## src/common/periph_bus_pkg.sv

```systemverilog
package periph_bus_pkg;

   // host bus widths
   localparam int BUS_DATA_W = 64;
   localparam int BUS_ADDR_W = 18;
   localparam int BUS_BE_W   = 8;   // one enable per byte lane

   // slot decode on the upper address bits
   localparam int SLOT_LSB  = 15;
   localparam int NUM_SLOTS = 8;
   localparam int SLOT_W    = $clog2(NUM_SLOTS);

   localparam int SLOT_UART = 6;    // serial console

   // one host access, valid for a single cycle while en is high
   typedef struct packed {
      logic                  en;
      logic [BUS_BE_W-1:0]   we;     // any bit set makes it a write
      logic [BUS_ADDR_W-1:0] addr;
      logic [BUS_DATA_W-1:0] wdata;
   } periph_req_t;

endpackage

```

## src/common/uart_pkg.sv

```systemverilog
package uart_pkg;

   // baud divisor, in clock cycles per bit
   localparam int BAUD_W = 16;
   localparam logic [BAUD_W-1:0] UBAUD_DEFAULT = 16'd54;

   // queue sizing
   localparam int FIFO_DEPTH = 16;
   localparam int FIFO_PTR_W = $clog2(FIFO_DEPTH);
   localparam int FIFO_CNT_W = 12;   // wraps at 4096

   // register window inside slot 6
   localparam int UART_SEL_BIT = 14;   // clear selects the keyboard half
   localparam int UART_CNT_BIT = 13;   // read: counters instead of status
   localparam int UART_OP_LSB  = 12;   // write op in bits 13:12

   // write operations
   typedef enum logic [1:0] {
      UOP_TX_PUSH = 2'd0,
      UOP_RX_POP  = 2'd1,
      UOP_BAUD    = 2'd2,
      UOP_NONE    = 2'd3
   } uart_op_e;

   // transmit scheduler
   typedef enum logic [2:0] {
      UTX_IDLE,
      UTX_EMPTY,
      UTX_POP,
      UTX_START,
      UTX_INUSE
   } utx_state_e;

   // queue entry, framing error flag above the byte
   typedef struct packed {
      logic       err;
      logic [7:0] data;
   } uart_entry_t;

endpackage

```

## src/logic/sync_fifo.sv

```systemverilog
`timescale 1ns/1ps

module sync_fifo
   import uart_pkg::*;
(
   input  logic                  msoc_clk,
   input  logic                  rstn,
   input  logic                  push_i,
   input  logic                  pop_i,
   input  uart_entry_t           din_i,
   output uart_entry_t           dout_o,
   output logic                  full_o,
   output logic                  empty_o,
   output logic [FIFO_CNT_W-1:0] push_cnt_o,
   output logic [FIFO_CNT_W-1:0] pop_cnt_o
);

   uart_entry_t           mem [FIFO_DEPTH];
   logic [FIFO_PTR_W:0]   wr_ptr_q;   // extra msb tells full from empty
   logic [FIFO_PTR_W:0]   rd_ptr_q;
   logic                  do_push;
   logic                  do_pop;
   logic [FIFO_CNT_W-1:0] push_cnt_q;
   logic [FIFO_CNT_W-1:0] pop_cnt_q;

   assign empty_o = wr_ptr_q == rd_ptr_q;
   assign full_o  = (wr_ptr_q[FIFO_PTR_W] != rd_ptr_q[FIFO_PTR_W]) &&
                    (wr_ptr_q[FIFO_PTR_W-1:0] == rd_ptr_q[FIFO_PTR_W-1:0]);

   assign do_push = push_i && !full_o;   // dropped when full
   assign do_pop  = pop_i && !empty_o;   // dropped when empty

   assign dout_o     = mem[rd_ptr_q[FIFO_PTR_W-1:0]];   // head visible before pop
   assign push_cnt_o = push_cnt_q;
   assign pop_cnt_o  = pop_cnt_q;

   always_ff @(posedge msoc_clk)
   begin
      if (do_push)
         mem[wr_ptr_q[FIFO_PTR_W-1:0]] <= din_i;
   end

   always_ff @(posedge msoc_clk or negedge rstn)
   begin
      if (!rstn)
      begin
         wr_ptr_q   <= '0;
         rd_ptr_q   <= '0;
         push_cnt_q <= '0;
         pop_cnt_q  <= '0;
      end
      else
      begin
         if (do_push)
         begin
            wr_ptr_q   <= wr_ptr_q + 1'b1;
            push_cnt_q <= push_cnt_q + 1'b1;
         end
         if (do_pop)
         begin
            rd_ptr_q  <= rd_ptr_q + 1'b1;
            pop_cnt_q <= pop_cnt_q + 1'b1;
         end
      end
   end

   // accepted pushes never run more than a full queue ahead of accepted pops
   a_occupancy: assert property (@(posedge msoc_clk) disable iff (!rstn)
      FIFO_CNT_W'(push_cnt_q - pop_cnt_q) <= FIFO_CNT_W'(FIFO_DEPTH));

   // flags follow the running counts and are never set together
   a_full_empty: assert property (@(posedge msoc_clk) disable iff (!rstn)
      (empty_o == (push_cnt_q == pop_cnt_q)) &&
      (full_o == (FIFO_CNT_W'(push_cnt_q - pop_cnt_q) == FIFO_CNT_W'(FIFO_DEPTH))));

endmodule

```

## src/uart/uart_serial.sv

```systemverilog
`timescale 1ns/1ps

module uart_serial
   import uart_pkg::*;
(
   input  logic              msoc_clk,
   input  logic              rstn,
   input  logic [BAUD_W-1:0] baud_i,
   input  logic              tx_start_i,
   input  logic [7:0]        tx_byte_i,
   output logic              tx_busy_o,
   input  logic              rx_i,
   output logic              rx_valid_o,
   output uart_entry_t       rx_entry_o,
   output logic              tx_o
);

   typedef enum logic [1:0] {
      RX_IDLE,
      RX_START,
      RX_DATA,
      RX_STOP
   } rx_state_e;

   logic [2:0]        rx_samp_q;   // last three line samples
   logic              rx_maj;
   logic              rx_maj_q;
   rx_state_e         rx_state_q;
   logic [BAUD_W-1:0] rx_cnt_q;
   logic              rx_tick;
   logic [2:0]        rx_bit_q;
   logic [7:0]        rx_shift_q;
   logic              rx_valid_q;
   uart_entry_t       rx_entry_q;

   logic [BAUD_W-1:0] tx_cnt_q;
   logic              tx_tick;
   logic [3:0]        tx_bits_q;   // bits left after the current one
   logic [8:0]        tx_shift_q;  // data then stop
   logic              tx_busy_q;
   logic              tx_q;

   assign rx_maj = (rx_samp_q[0] & rx_samp_q[1]) |
                   (rx_samp_q[0] & rx_samp_q[2]) |
                   (rx_samp_q[1] & rx_samp_q[2]);

   assign rx_tick    = rx_cnt_q == '0;
   assign rx_valid_o = rx_valid_q;
   assign rx_entry_o = rx_entry_q;

   always_ff @(posedge msoc_clk or negedge rstn)
   begin
      if (!rstn)
      begin
         rx_samp_q  <= 3'b111;   // idle line is high
         rx_maj_q   <= 1'b1;
         rx_state_q <= RX_IDLE;
         rx_cnt_q   <= '0;
         rx_bit_q   <= '0;
         rx_valid_q <= 1'b0;
      end
      else
      begin
         rx_samp_q  <= {rx_samp_q[1:0], rx_i};
         rx_maj_q   <= rx_maj;
         rx_valid_q <= 1'b0;
         if (!rx_tick)
            rx_cnt_q <= rx_cnt_q - 1'b1;
         case (rx_state_q)
            RX_IDLE:
               if (rx_maj_q && !rx_maj)   // falling edge of start bit
               begin
                  rx_cnt_q   <= baud_i >> 1;
                  rx_state_q <= RX_START;
               end
            RX_START:
               if (rx_tick)
               begin
                  if (rx_maj)
                     rx_state_q <= RX_IDLE;   // glitch, not a start bit
                  else
                  begin
                     rx_cnt_q   <= baud_i - 1'b1;
                     rx_bit_q   <= '0;
                     rx_state_q <= RX_DATA;
                  end
               end
            RX_DATA:
               if (rx_tick)
               begin
                  rx_cnt_q <= baud_i - 1'b1;
                  rx_bit_q <= rx_bit_q + 1'b1;
                  if (rx_bit_q == 3'd7)
                     rx_state_q <= RX_STOP;
               end
            RX_STOP:
               if (rx_tick)
               begin
                  rx_valid_q <= 1'b1;
                  rx_state_q <= RX_IDLE;
               end
            default:
               rx_state_q <= RX_IDLE;
         endcase
      end
   end

   always_ff @(posedge msoc_clk)
   begin
      if (rx_state_q == RX_DATA && rx_tick)
         rx_shift_q <= {rx_maj, rx_shift_q[7:1]};   // lsb arrives first
      if (rx_state_q == RX_STOP && rx_tick)
      begin
         rx_entry_q.err  <= !rx_maj;   // stop bit must be high
         rx_entry_q.data <= rx_shift_q;
      end
   end

   assign tx_tick   = tx_cnt_q == '0;
   assign tx_busy_o = tx_busy_q;
   assign tx_o      = tx_q;

   always_ff @(posedge msoc_clk or negedge rstn)
   begin
      if (!rstn)
      begin
         tx_busy_q <= 1'b0;
         tx_q      <= 1'b1;
         tx_cnt_q  <= '0;
         tx_bits_q <= '0;
      end
      else if (!tx_busy_q)
      begin
         if (tx_start_i)
         begin
            tx_busy_q <= 1'b1;
            tx_q      <= 1'b0;   // start bit
            tx_cnt_q  <= baud_i - 1'b1;
            tx_bits_q <= 4'd9;
         end
      end
      else if (tx_tick)
      begin
         if (tx_bits_q == '0)
         begin
            tx_busy_q <= 1'b0;
            tx_q      <= 1'b1;
         end
         else
         begin
            tx_q      <= tx_shift_q[0];
            tx_bits_q <= tx_bits_q - 1'b1;
            tx_cnt_q  <= baud_i - 1'b1;
         end
      end
      else
         tx_cnt_q <= tx_cnt_q - 1'b1;
   end

   always_ff @(posedge msoc_clk)
   begin
      if (!tx_busy_q && tx_start_i)
         tx_shift_q <= {1'b1, tx_byte_i};
      else if (tx_busy_q && tx_tick && tx_bits_q != '0)
         tx_shift_q <= {1'b1, tx_shift_q[8:1]};
   end

   a_rx_pulse: assert property (@(posedge msoc_clk) disable iff (!rstn)
      rx_valid_q |=> !rx_valid_q);

endmodule

```

## src/uart/uart_regs.sv

```systemverilog
`timescale 1ns/1ps

module uart_regs
   import periph_bus_pkg::*;
   import uart_pkg::*;
(
   input  logic                  msoc_clk,
   input  logic                  rstn,
   input  periph_req_t           req_i,
   input  logic                  sel_i,
   output logic [BUS_DATA_W-1:0] rdata_o,
   input  logic                  uart_rx_i,
   output logic                  uart_tx_o,
   output logic                  irq_o
);

   logic                  uart_wr;
   uart_op_e              op;
   logic [BAUD_W-1:0]     baud_q;
   utx_state_e            utx_q;
   utx_state_e            utx_d;
   logic [7:0]            tx_byte_q;
   logic                  tx_start;
   logic                  tx_busy;
   logic                  rx_valid;
   uart_entry_t           rx_entry;

   logic                  tx_push;
   logic                  tx_pop;
   uart_entry_t           tx_din;
   uart_entry_t           tx_head;
   logic                  tx_full;
   logic                  tx_empty;
   logic [FIFO_CNT_W-1:0] tx_push_cnt;
   logic [FIFO_CNT_W-1:0] tx_pop_cnt;

   logic                  rx_pop;
   uart_entry_t           rx_head;
   logic                  rx_full;
   logic                  rx_empty;
   logic [FIFO_CNT_W-1:0] rx_push_cnt;
   logic [FIFO_CNT_W-1:0] rx_pop_cnt;

   assign uart_wr = sel_i && (|req_i.we) && req_i.addr[UART_SEL_BIT];
   assign op      = uart_op_e'(req_i.addr[UART_OP_LSB +: 2]);
   assign tx_push = uart_wr && op == UOP_TX_PUSH;
   assign rx_pop  = uart_wr && op == UOP_RX_POP;
   assign tx_din  = '{err: 1'b0, data: req_i.wdata[7:0]};

   assign tx_pop   = utx_q == UTX_POP;
   assign tx_start = utx_q == UTX_START;
   assign irq_o    = !rx_empty;   // something waiting to be read

   always_comb
   begin
      utx_d = utx_q;
      case (utx_q)
         UTX_IDLE:  utx_d = UTX_EMPTY;
         UTX_EMPTY: if (!tx_empty) utx_d = UTX_POP;
         UTX_POP:   utx_d = UTX_START;
         UTX_START: utx_d = UTX_INUSE;
         UTX_INUSE: if (!tx_busy) utx_d = UTX_IDLE;
         default:   utx_d = UTX_IDLE;
      endcase
   end

   always_ff @(posedge msoc_clk or negedge rstn)
   begin
      if (!rstn)
      begin
         utx_q  <= UTX_IDLE;
         baud_q <= UBAUD_DEFAULT;
      end
      else
      begin
         utx_q <= utx_d;
         if (uart_wr && op == UOP_BAUD)
            baud_q <= req_i.wdata[BAUD_W-1:0];
      end
   end

   always_ff @(posedge msoc_clk)
   begin
      if (tx_pop)
         tx_byte_q <= tx_head.data;   // held while the frame is sent
   end

   always_comb
   begin
      rdata_o = '0;
      if (req_i.addr[UART_SEL_BIT])
      begin
         if (req_i.addr[UART_CNT_BIT])
            rdata_o = {4'b0, tx_push_cnt, 4'b0, tx_pop_cnt,
                       4'b0, rx_push_cnt, 4'b0, rx_pop_cnt};
         else
            rdata_o = {52'b0, rx_full, tx_full, rx_empty, rx_head};
      end
   end

   sync_fifo tx_fifo (
      .msoc_clk   (msoc_clk),
      .rstn       (rstn),
      .push_i     (tx_push),
      .pop_i      (tx_pop),
      .din_i      (tx_din),
      .dout_o     (tx_head),
      .full_o     (tx_full),
      .empty_o    (tx_empty),
      .push_cnt_o (tx_push_cnt),
      .pop_cnt_o  (tx_pop_cnt)
   );

   sync_fifo rx_fifo (
      .msoc_clk   (msoc_clk),
      .rstn       (rstn),
      .push_i     (rx_valid),
      .pop_i      (rx_pop),
      .din_i      (rx_entry),
      .dout_o     (rx_head),
      .full_o     (rx_full),
      .empty_o    (rx_empty),
      .push_cnt_o (rx_push_cnt),
      .pop_cnt_o  (rx_pop_cnt)
   );

   uart_serial uart_serial_i (
      .msoc_clk   (msoc_clk),
      .rstn       (rstn),
      .baud_i     (baud_q),
      .tx_start_i (tx_start),
      .tx_byte_i  (tx_byte_q),
      .tx_busy_o  (tx_busy),
      .rx_i       (uart_rx_i),
      .rx_valid_o (rx_valid),
      .rx_entry_o (rx_entry),
      .tx_o       (uart_tx_o)
   );

   // scheduler only starts a frame once the engine has gone idle
   a_tx_start: assert property (@(posedge msoc_clk) disable iff (!rstn)
      tx_start |-> !tx_busy);

endmodule

```

## src/logic/periph_soc.sv

```systemverilog
`timescale 1ns/1ps

module periph_soc
   import periph_bus_pkg::*;
(
   input  logic                  msoc_clk,
   input  logic                  rstn,
   input  periph_req_t           hid_req_i,
   output logic [BUS_DATA_W-1:0] hid_rddata_o,
   input  logic                  uart_rx_i,
   output logic                  uart_tx_o,
   output logic                  uart_irq_o
);

   logic [SLOT_W-1:0]     slot;
   logic [NUM_SLOTS-1:0]  slot_hit;
   logic [BUS_DATA_W-1:0] slot_rdata [NUM_SLOTS];
   logic                  uart_sel;
   logic [BUS_DATA_W-1:0] uart_rdata;

   assign slot     = hid_req_i.addr[SLOT_LSB +: SLOT_W];
   assign uart_sel = hid_req_i.en && slot_hit[SLOT_UART];

   // only slot 6 is populated, the rest read as zero
   always_comb
   begin
      for (int i = 0; i < NUM_SLOTS; i++)
      begin
         slot_hit[i]   = slot == SLOT_W'(i);
         slot_rdata[i] = (i == SLOT_UART) ? uart_rdata : '0;
      end
   end

   always_comb
   begin
      hid_rddata_o = '0;
      for (int i = 0; i < NUM_SLOTS; i++)
      begin
         if (slot_hit[i])
            hid_rddata_o = hid_rddata_o | slot_rdata[i];
      end
   end

   uart_regs uart_regs_i (
      .msoc_clk  (msoc_clk),
      .rstn      (rstn),
      .req_i     (hid_req_i),
      .sel_i     (uart_sel),
      .rdata_o   (uart_rdata),
      .uart_rx_i (uart_rx_i),
      .uart_tx_o (uart_tx_o),
      .irq_o     (uart_irq_o)
   );

endmodule

```

## config.mk

```make
export PLATFORM = sky130hd
export DESIGN_NAME = periph_soc
export DESIGN_NICKNAME = d
export VERILOG_FILES = /design/src/common/periph_bus_pkg.sv /design/src/common/uart_pkg.sv /design/src/logic/sync_fifo.sv /design/src/uart/uart_serial.sv /design/src/uart/uart_regs.sv /design/src/logic/periph_soc.sv
export SDC_FILE = /design/constraint.sdc
export NUM_CORES = 1
export LEC_CHECK = 0
export BUFFER_PORTS_ARGS = -buffer_cell sky130_fd_sc_hd__clkbuf_2
export CAP_MARGIN = 30
export CORE_ASPECT_RATIO = 0.8
export CORE_UTILIZATION = 30
export DETAILED_ROUTE_END_ITERATION = 8
export SKIP_CTS_REPAIR_TIMING = 1
export SYNTH_ARGS = -nofsm -noshare
export SYNTH_HDL_FRONTEND = slang
export SYNTH_SLANG_ARGS = --single-unit
```

## constraint.sdc

```tcl
create_clock -name msoc_clk -period 6.6 [get_ports msoc_clk]
set_clock_uncertainty 0.15 [all_clocks]
set_input_delay 0 -clock msoc_clk [delete_from_list [all_inputs] [get_ports msoc_clk]]
set_output_delay 0 -clock msoc_clk [all_outputs]
set_load 0.03 [all_outputs]
```

Word level (Yosys, flattened, before mapping) --
Memory sizes are Yosys's and may differ from the RTL's. A register that Yosys moved wholly into a read port is not among the register bits. Cells that the tools add are included.
Word-level totals: ROM bits 0, output and inout port bits 66, memories 2, RAM bits 272, word-level logic and storage cells 160, register bits after elaboration 160, latch bits 0, bits of input ports 94
Memory list:
- uart_regs_i.rx_fifo.mem | depth 16, bits a word 9, rd ports 1, clocked after Yosys merged registers in 0, write ports 1, RTL line sync_fifo.sv:18 | uart_entry_t mem [FIFO_DEPTH];
- uart_regs_i.tx_fifo.mem | depth 16, bits a word 8, rd ports 1, clocked after Yosys merged registers in 1, write ports 1, RTL line sync_fifo.sv:18
Cells by class: multipliers 0, bitwise logic cells 5, div/mod/pow operators 0, reduce and logical (&&, ||, !) cells 41, equal/unequal tests 28, add/subtract/negate cells 13, shift operators 0, muxes and demuxes 47, magnitude comparators 0
Operator list (count):
- $mux W16 | 9
- $mux W64 | 2
- $mux W60 | 1
- $add A12 B1 Y12 const B | 4
- $pmux W16 S3 | 1
- $sub A16 B1 Y16 const B | 3
- $logic_not A16 Y1 | 2
- $add A5 B1 Y5 const B | 4
- $ne A2 B2 Y1 const B | 10
- $logic_and A1 B1 Y1 | 18
- $mux W4 | 4
- $mux W8 | 2
- $mux W3 | 5
- $pmux W3 S5 | 1
- $mux W1 | 14
- $mux W2 | 6
- $eq A5 B5 Y1 | 2
- $eq A3 B3 Y1 const B | 3
- $eq A4 B4 Y1 | 2
- $pmux W2 S4 | 1
- $reduce_or A8 Y1 | 1
- $eq A2 B2 Y1 const B | 3
- $eq A3 B2 Y1 const B | 2
- $logic_not A1 Y1 | 6
- 18 further kinds | 28

Depth between registers and ports, before layout --
depth in word-level cells 8, mapped depth 10, gate-level depth less buffers 8

Modules after synthesis --
A second synthesis with hierarchy kept.
Second synthesis, totals: cells, all modules 1383, area total of the unflattened synthesis 20810.0 µm²
Modules (own cells, without submodules):
- sync_fifo | area an instance 7180.6 µm², sequential area each 5175.0 µm², cells each 386, times used 2
- uart_serial | area an instance 3940.0 µm², sequential area each 1958.1 µm², cells each 374, times used 1
- uart_regs | area an instance 1695.4 µm², sequential area each 720.7 µm², cells each 151, times used 1
- periph_soc | area an instance 813.3 µm², sequential area each 0.0 µm², cells each 86, times used 1

Worst setup path after synthesis --
Ideal clock, no wire load.
path kind register to register, start point register uart_regs_i.tx_fifo.rd_ptr_q[0], end point memory uart_regs_i.tx_fifo.mem[1][0] (netlist bit) (enable), buffers on the path 3, stages on the path, launching flop included 9, period minus slack after synthesis 2.643 ns, required time 6.067 ns, slack 3.957 ns, arrival 2.110 ns, setup time 0.383 ns, path through dfrtp_1 > buf_2 > xnor2_1 > nand4_1 > o2111a_1 > buf_2 > buf_2 > nand2_1 > nor3_1
Between the ends: longest elaborated chain between the ends 6
Ends and longest elaborated chain:
- start, declared | RTL line sync_fifo.sv:20 | logic [FIFO_PTR_W:0] rd_ptr_q;
- start signal, assigned | RTL line sync_fifo.sv:61 | rd_ptr_q <= rd_ptr_q + 1'b1;
- $eq A4 B4 Y1 | RTL line sync_fifo.sv:28 | (wr_ptr_q[FIFO_PTR_W-1:0] == rd_ptr_q[FIFO_PTR_W-1:0]);
- $logic_and A1 B1 Y1 | RTL line sync_fifo.sv:27 | assign full_o = (wr_ptr_q[FIFO_PTR_W] != rd_ptr_q[FIFO_PTR_W]) &&
- $logic_not A1 Y1 | RTL line sync_fifo.sv:30 | assign do_push = push_i && !full_o;
- $logic_and A1 B1 Y1 | RTL line sync_fifo.sv:30
- $mux W1 | RTL line sync_fifo.sv:39 | if (do_push)
- $mux W1 (not written as such) | RTL line sync_fifo.sv:40 | mem[wr_ptr_q[FIFO_PTR_W-1:0]] <= din_i;
- end, declared | RTL line sync_fifo.sv:18
Every way passes these cells.

Final worst setup path --
start point register uart_regs_i.rx_fifo.rd_ptr_q[0], end point register uart_regs_i.rx_fifo.rd_ptr_q[3]
Between the ends: longest elaborated chain between the ends 3, elaborated cells between the ends (all ways) 4, classes of those cells add/sub (1); eq/ne (1); reduce/logical (2)
Ends and longest elaborated chain (RTL line):
- start, declared | sync_fifo.sv:20
- start signal, assigned | sync_fifo.sv:61
- branches (longest 3 deep; another with $add A5 B1 Y5)
Several ways; the timed one is not identified. A chain may end at the register's enable or synchronous reset.

==> impl_metrics.csv <==
group,metric,value,unit
setup_path,crit_chain,"buf_4 > xor2_1 > nor4_2 > a2111oi_4 > dlygate4sd3_1 > nand4_1 > xnor2_1",
clock_tree,cts_tree,"built",
yosys,ys_async_sr_fraction,0.307,
grt,antenna_found_initial,0,
clock_tree,clock_latency,590,ps
power_and_ir_drop,comb_power_share,0.156,
clock_tree,cts_root_buf,"clkbuf_16",
yosys,ys_types,81,
placed_design,place_inst,2164,
placed_design,port_buffers,83,
yosys,synth_ff_type,"edfxtp_1",
power_and_ir_drop,clock_power_share,0.372,
setup_path,worst_path_max_delay_cell,"nor4_2",
setup_path,endpoint_kind,"flop",
grt,grt_pass1_vias,10658,
grt,gr-total-overflow,0,
die,initial_core_util,0.305,
timing,rsz0062_at_grt,"no",
placed_design,preCtsSetupSlack,3100,ps
die,die_h,229,um
setup_path,rrSetupSlack,3220,ps
yosys,synth_edf_count,305,
timing,layout_min_cycle_time,3380,ps
timing,tns,0,ps
clock_tree,clk_path_buf_depth,3,
finish,layout_common_cells,"305 x edfxtp_1, 124 x dfrtp_1, 101 x nand2_1",
placed_design,dp_hpwl,29.1,mm
finish,syn2layout_area_growth,16.4,%
power_and_ir_drop,intPower,5.25,mW
run_status,status,"completed",
power_and_ir_drop,peakVddDrop,0.000176,V
drt,wirelength,43.5,mm
timing,clock.fmax,296,MHz
power_and_ir_drop,p_sw,1.92,mW
timing,setup_ws,3220,ps
drt,drc,0,
setup_path,cp_top_family,"buffers and inverters",
yosys,avgSynthCellArea,15.0,um^2
yosys,syn_area,19200,um^2
finish,final_common_cell,"edfxtp_1",
setup_path,worst-setup-path-type,"reg2reg",
die,die_w,285,um
timing,slew_viol_final,0,
finish,fin_cells,2278,
finish,antenna_cells,0,
setup_path,path_buf_inv,2,
grt,grt_max_degree,70,
min_path,hold_start,"hid_req_i[90]",
die,dieArea,65200,um^2
clock_tree,path_clk_slew,60,ps
timing,max-slew-margin-rel,0.338,
setup_path,startpoint_type,"flop",
finish,multi_input_area,6270,um^2
min_path,hold_class,"in2reg",
placed_design,place_congestion,0.822,
grt,grt_first_pass_wirelength,66.1,mm
grt,gr-usage-all-layers,0.132,
setup_path,worstSetupStartpoint,"uart_regs_i.rx_fifo.rd_ptr_q[0]",
power_and_ir_drop,power.share.switching,0.268,
setup_path,critPathArrivalTime,3730,ps
timing,tightest_slew,993,ps
setup_path,worstReg2RegStart,"uart_regs_i.rx_fifo.rd_ptr_q[0]",
yosys,ys_seq_area_frac,0.652,
power_and_ir_drop,p_leak,8.11,nW
yosys,yosysWarnings,0,
yosys,synth_seq_cells,440,
timing,setup_viol,0,
drt,antenna_left,0,
power_and_ir_drop,finalPower,7.17,mW
die,core-area,63000,um^2
drt,vias_per_cell,4.87,
drt,drt_iter0_drc,933,
run,drv_cap,0,
drt,firstDrtPassIters,5,
drt,wl_per_cell,19.1,um
die,ios,160,
clock_tree,numCtsBuffers,47,
power_and_ir_drop,pwr-share-seq,0.472,
finish,regArea,12600,um^2
clock_tree,htreeDepth,2,
setup_path,max_stage_delay,800,ps
finish,fillers,6050,
clock_tree,clock_sinks,440,
timing,min_period_over_period,0.512,
power_and_ir_drop,cellPowerDensity,320,nW/um^2
setup_path,critPathMaxFanout,40,
setup_path,required,6950,ps
yosys,synthCells,1287,
timing,hold_viol,0,
finish,nets,1516,
die,fp-row-count,82,
drt,vias,11085,
finish,drive_above_1_share,0.210,
[Yosys cell counts, types with 7 or more instances]
library cell,instances,share of area
a21oi_1,30,0.0078
inv_1,24,0.0047
edfxtp_1,305,0.48
nor3_1,29,0.0075
xnor2_1,68,0.031
o21ai_0,28,0.0073
mux2i_1,19,0.0099
nand2_1,101,0.020
dfrtp_1,126,0.16
buf_4,18,0.0070
nor4_1,16,0.0052
xor2_1,32,0.015
clkbuf_1,32,0.0062
nor2_1,58,0.011
nand4_1,25,0.0081
ha_1,23,0.015
mux4_2,76,0.089
and4_1,7,0.0032
and2_1,43,0.014
o221ai_1,8,0.0036
buf_2,19,0.0049
nand3_1,23,0.0060
nand2b_1,13,0.0042
mux2_2,12,0.0070
dfstp_2,9,0.012
and3_1,32,0.010
[layout make-up]
type | count | area share
clock buffer | 67 | 0.0599
clock inverter | 21 | 0.0112
inverter | 25 | 0.00419
multi-input combinational | 760 | 0.280
sequential | 440 | 0.560
tap | 840 | 0.0469
timing repair buffer | 125 | 0.0379
[sequential cells by signal, summed over array words and instances (netlist names), 8 cells and up, named ones only]
register,count
uart_regs_i.rx_fifo.mem,144
uart_regs_i.tx_fifo.mem,128
uart_regs_i.baud_q,16
uart_regs_i.uart_serial_i.rx_cnt_q,16
uart_regs_i.uart_serial_i.tx_cnt_q,16
uart_regs_i.rx_fifo.pop_cnt_o,12
uart_regs_i.rx_fifo.push_cnt_o,12
uart_regs_i.tx_fifo.pop_cnt_o,12
uart_regs_i.tx_fifo.push_cnt_o,12
uart_regs_i.uart_serial_i.rx_entry_o,9
uart_regs_i.tx_byte_q,8
uart_regs_i.uart_serial_i.rx_shift_q,8
uart_regs_i.uart_serial_i.tx_shift_q,8
[cells by family after synthesis]
| kind of cell | share of synthesized area |
|---|---|
| mux | 0.109 |
| simple gates | 0.106 |
| fa+ha+maj | 0.0155 |
| flops | 0.652 |
| other cells | 0.000195 |
| buf+inv | 0.0259 |
| compound gates | 0.0449 |
| xor+xnor | 0.0464 |
[metal layers]
layer  up-vias  track usage  wire length, um
met5         -            0                0
li1       5085            -                -
met3        57       0.0227             2420
met2       287        0.185            18700
met4         0       0.0391              956
met1      5656        0.206            21400
[per-stage QoR]
step,instance area [um^2],hold WS (ps),util
after floorplan,19300,-446,-
after global placement,20500,-74.6,0.325
after detailed placement,20500,-73.0,0.325
after CTS,22100,-686,0.351
after global routing,22400,27.4,0.356
final,22400,34.4,0.356
[final timing paths]
path	to	depth (start not counted)
hold reg to reg	uart_regs_i.uart_serial_i.rx_samp_q[2]	0
setup / recovery	uart_regs_i.rx_fifo.rd_ptr_q[3]	7
min in group asynchronous	uart_regs_i.tx_fifo.wr_ptr_q[2]	4
max in group asynchronous	uart_regs_i.uart_serial_i.tx_o	5
hold / removal	uart_regs_i.tx_fifo.wr_ptr_q[0]	5
setup reg to reg	uart_regs_i.rx_fifo.rd_ptr_q[3]	7
[worst min-delay path: stages]
cell	delay, ps
clkbuf_2	90
o21a_1	120
o2111a_1	130
buf_4	210
xnor2_1	160
[power groups by stage]
| stage | clock network, mW | registers [mW] | logic (mW) |
|---|---|---|---|
| floorplan | 0 | 3.34 | 0.882 |
| global placement | 0 | 3.43 | 1.09 |
| detailed placement | 0 | 3.43 | 1.11 |
| CTS | 2.73 | 3.38 | 1.12 |
| global route | 2.84 | 3.42 | 1.23 |
| finish | 2.67 | 3.38 | 1.12 |
(Power assumes the default switching activity.)
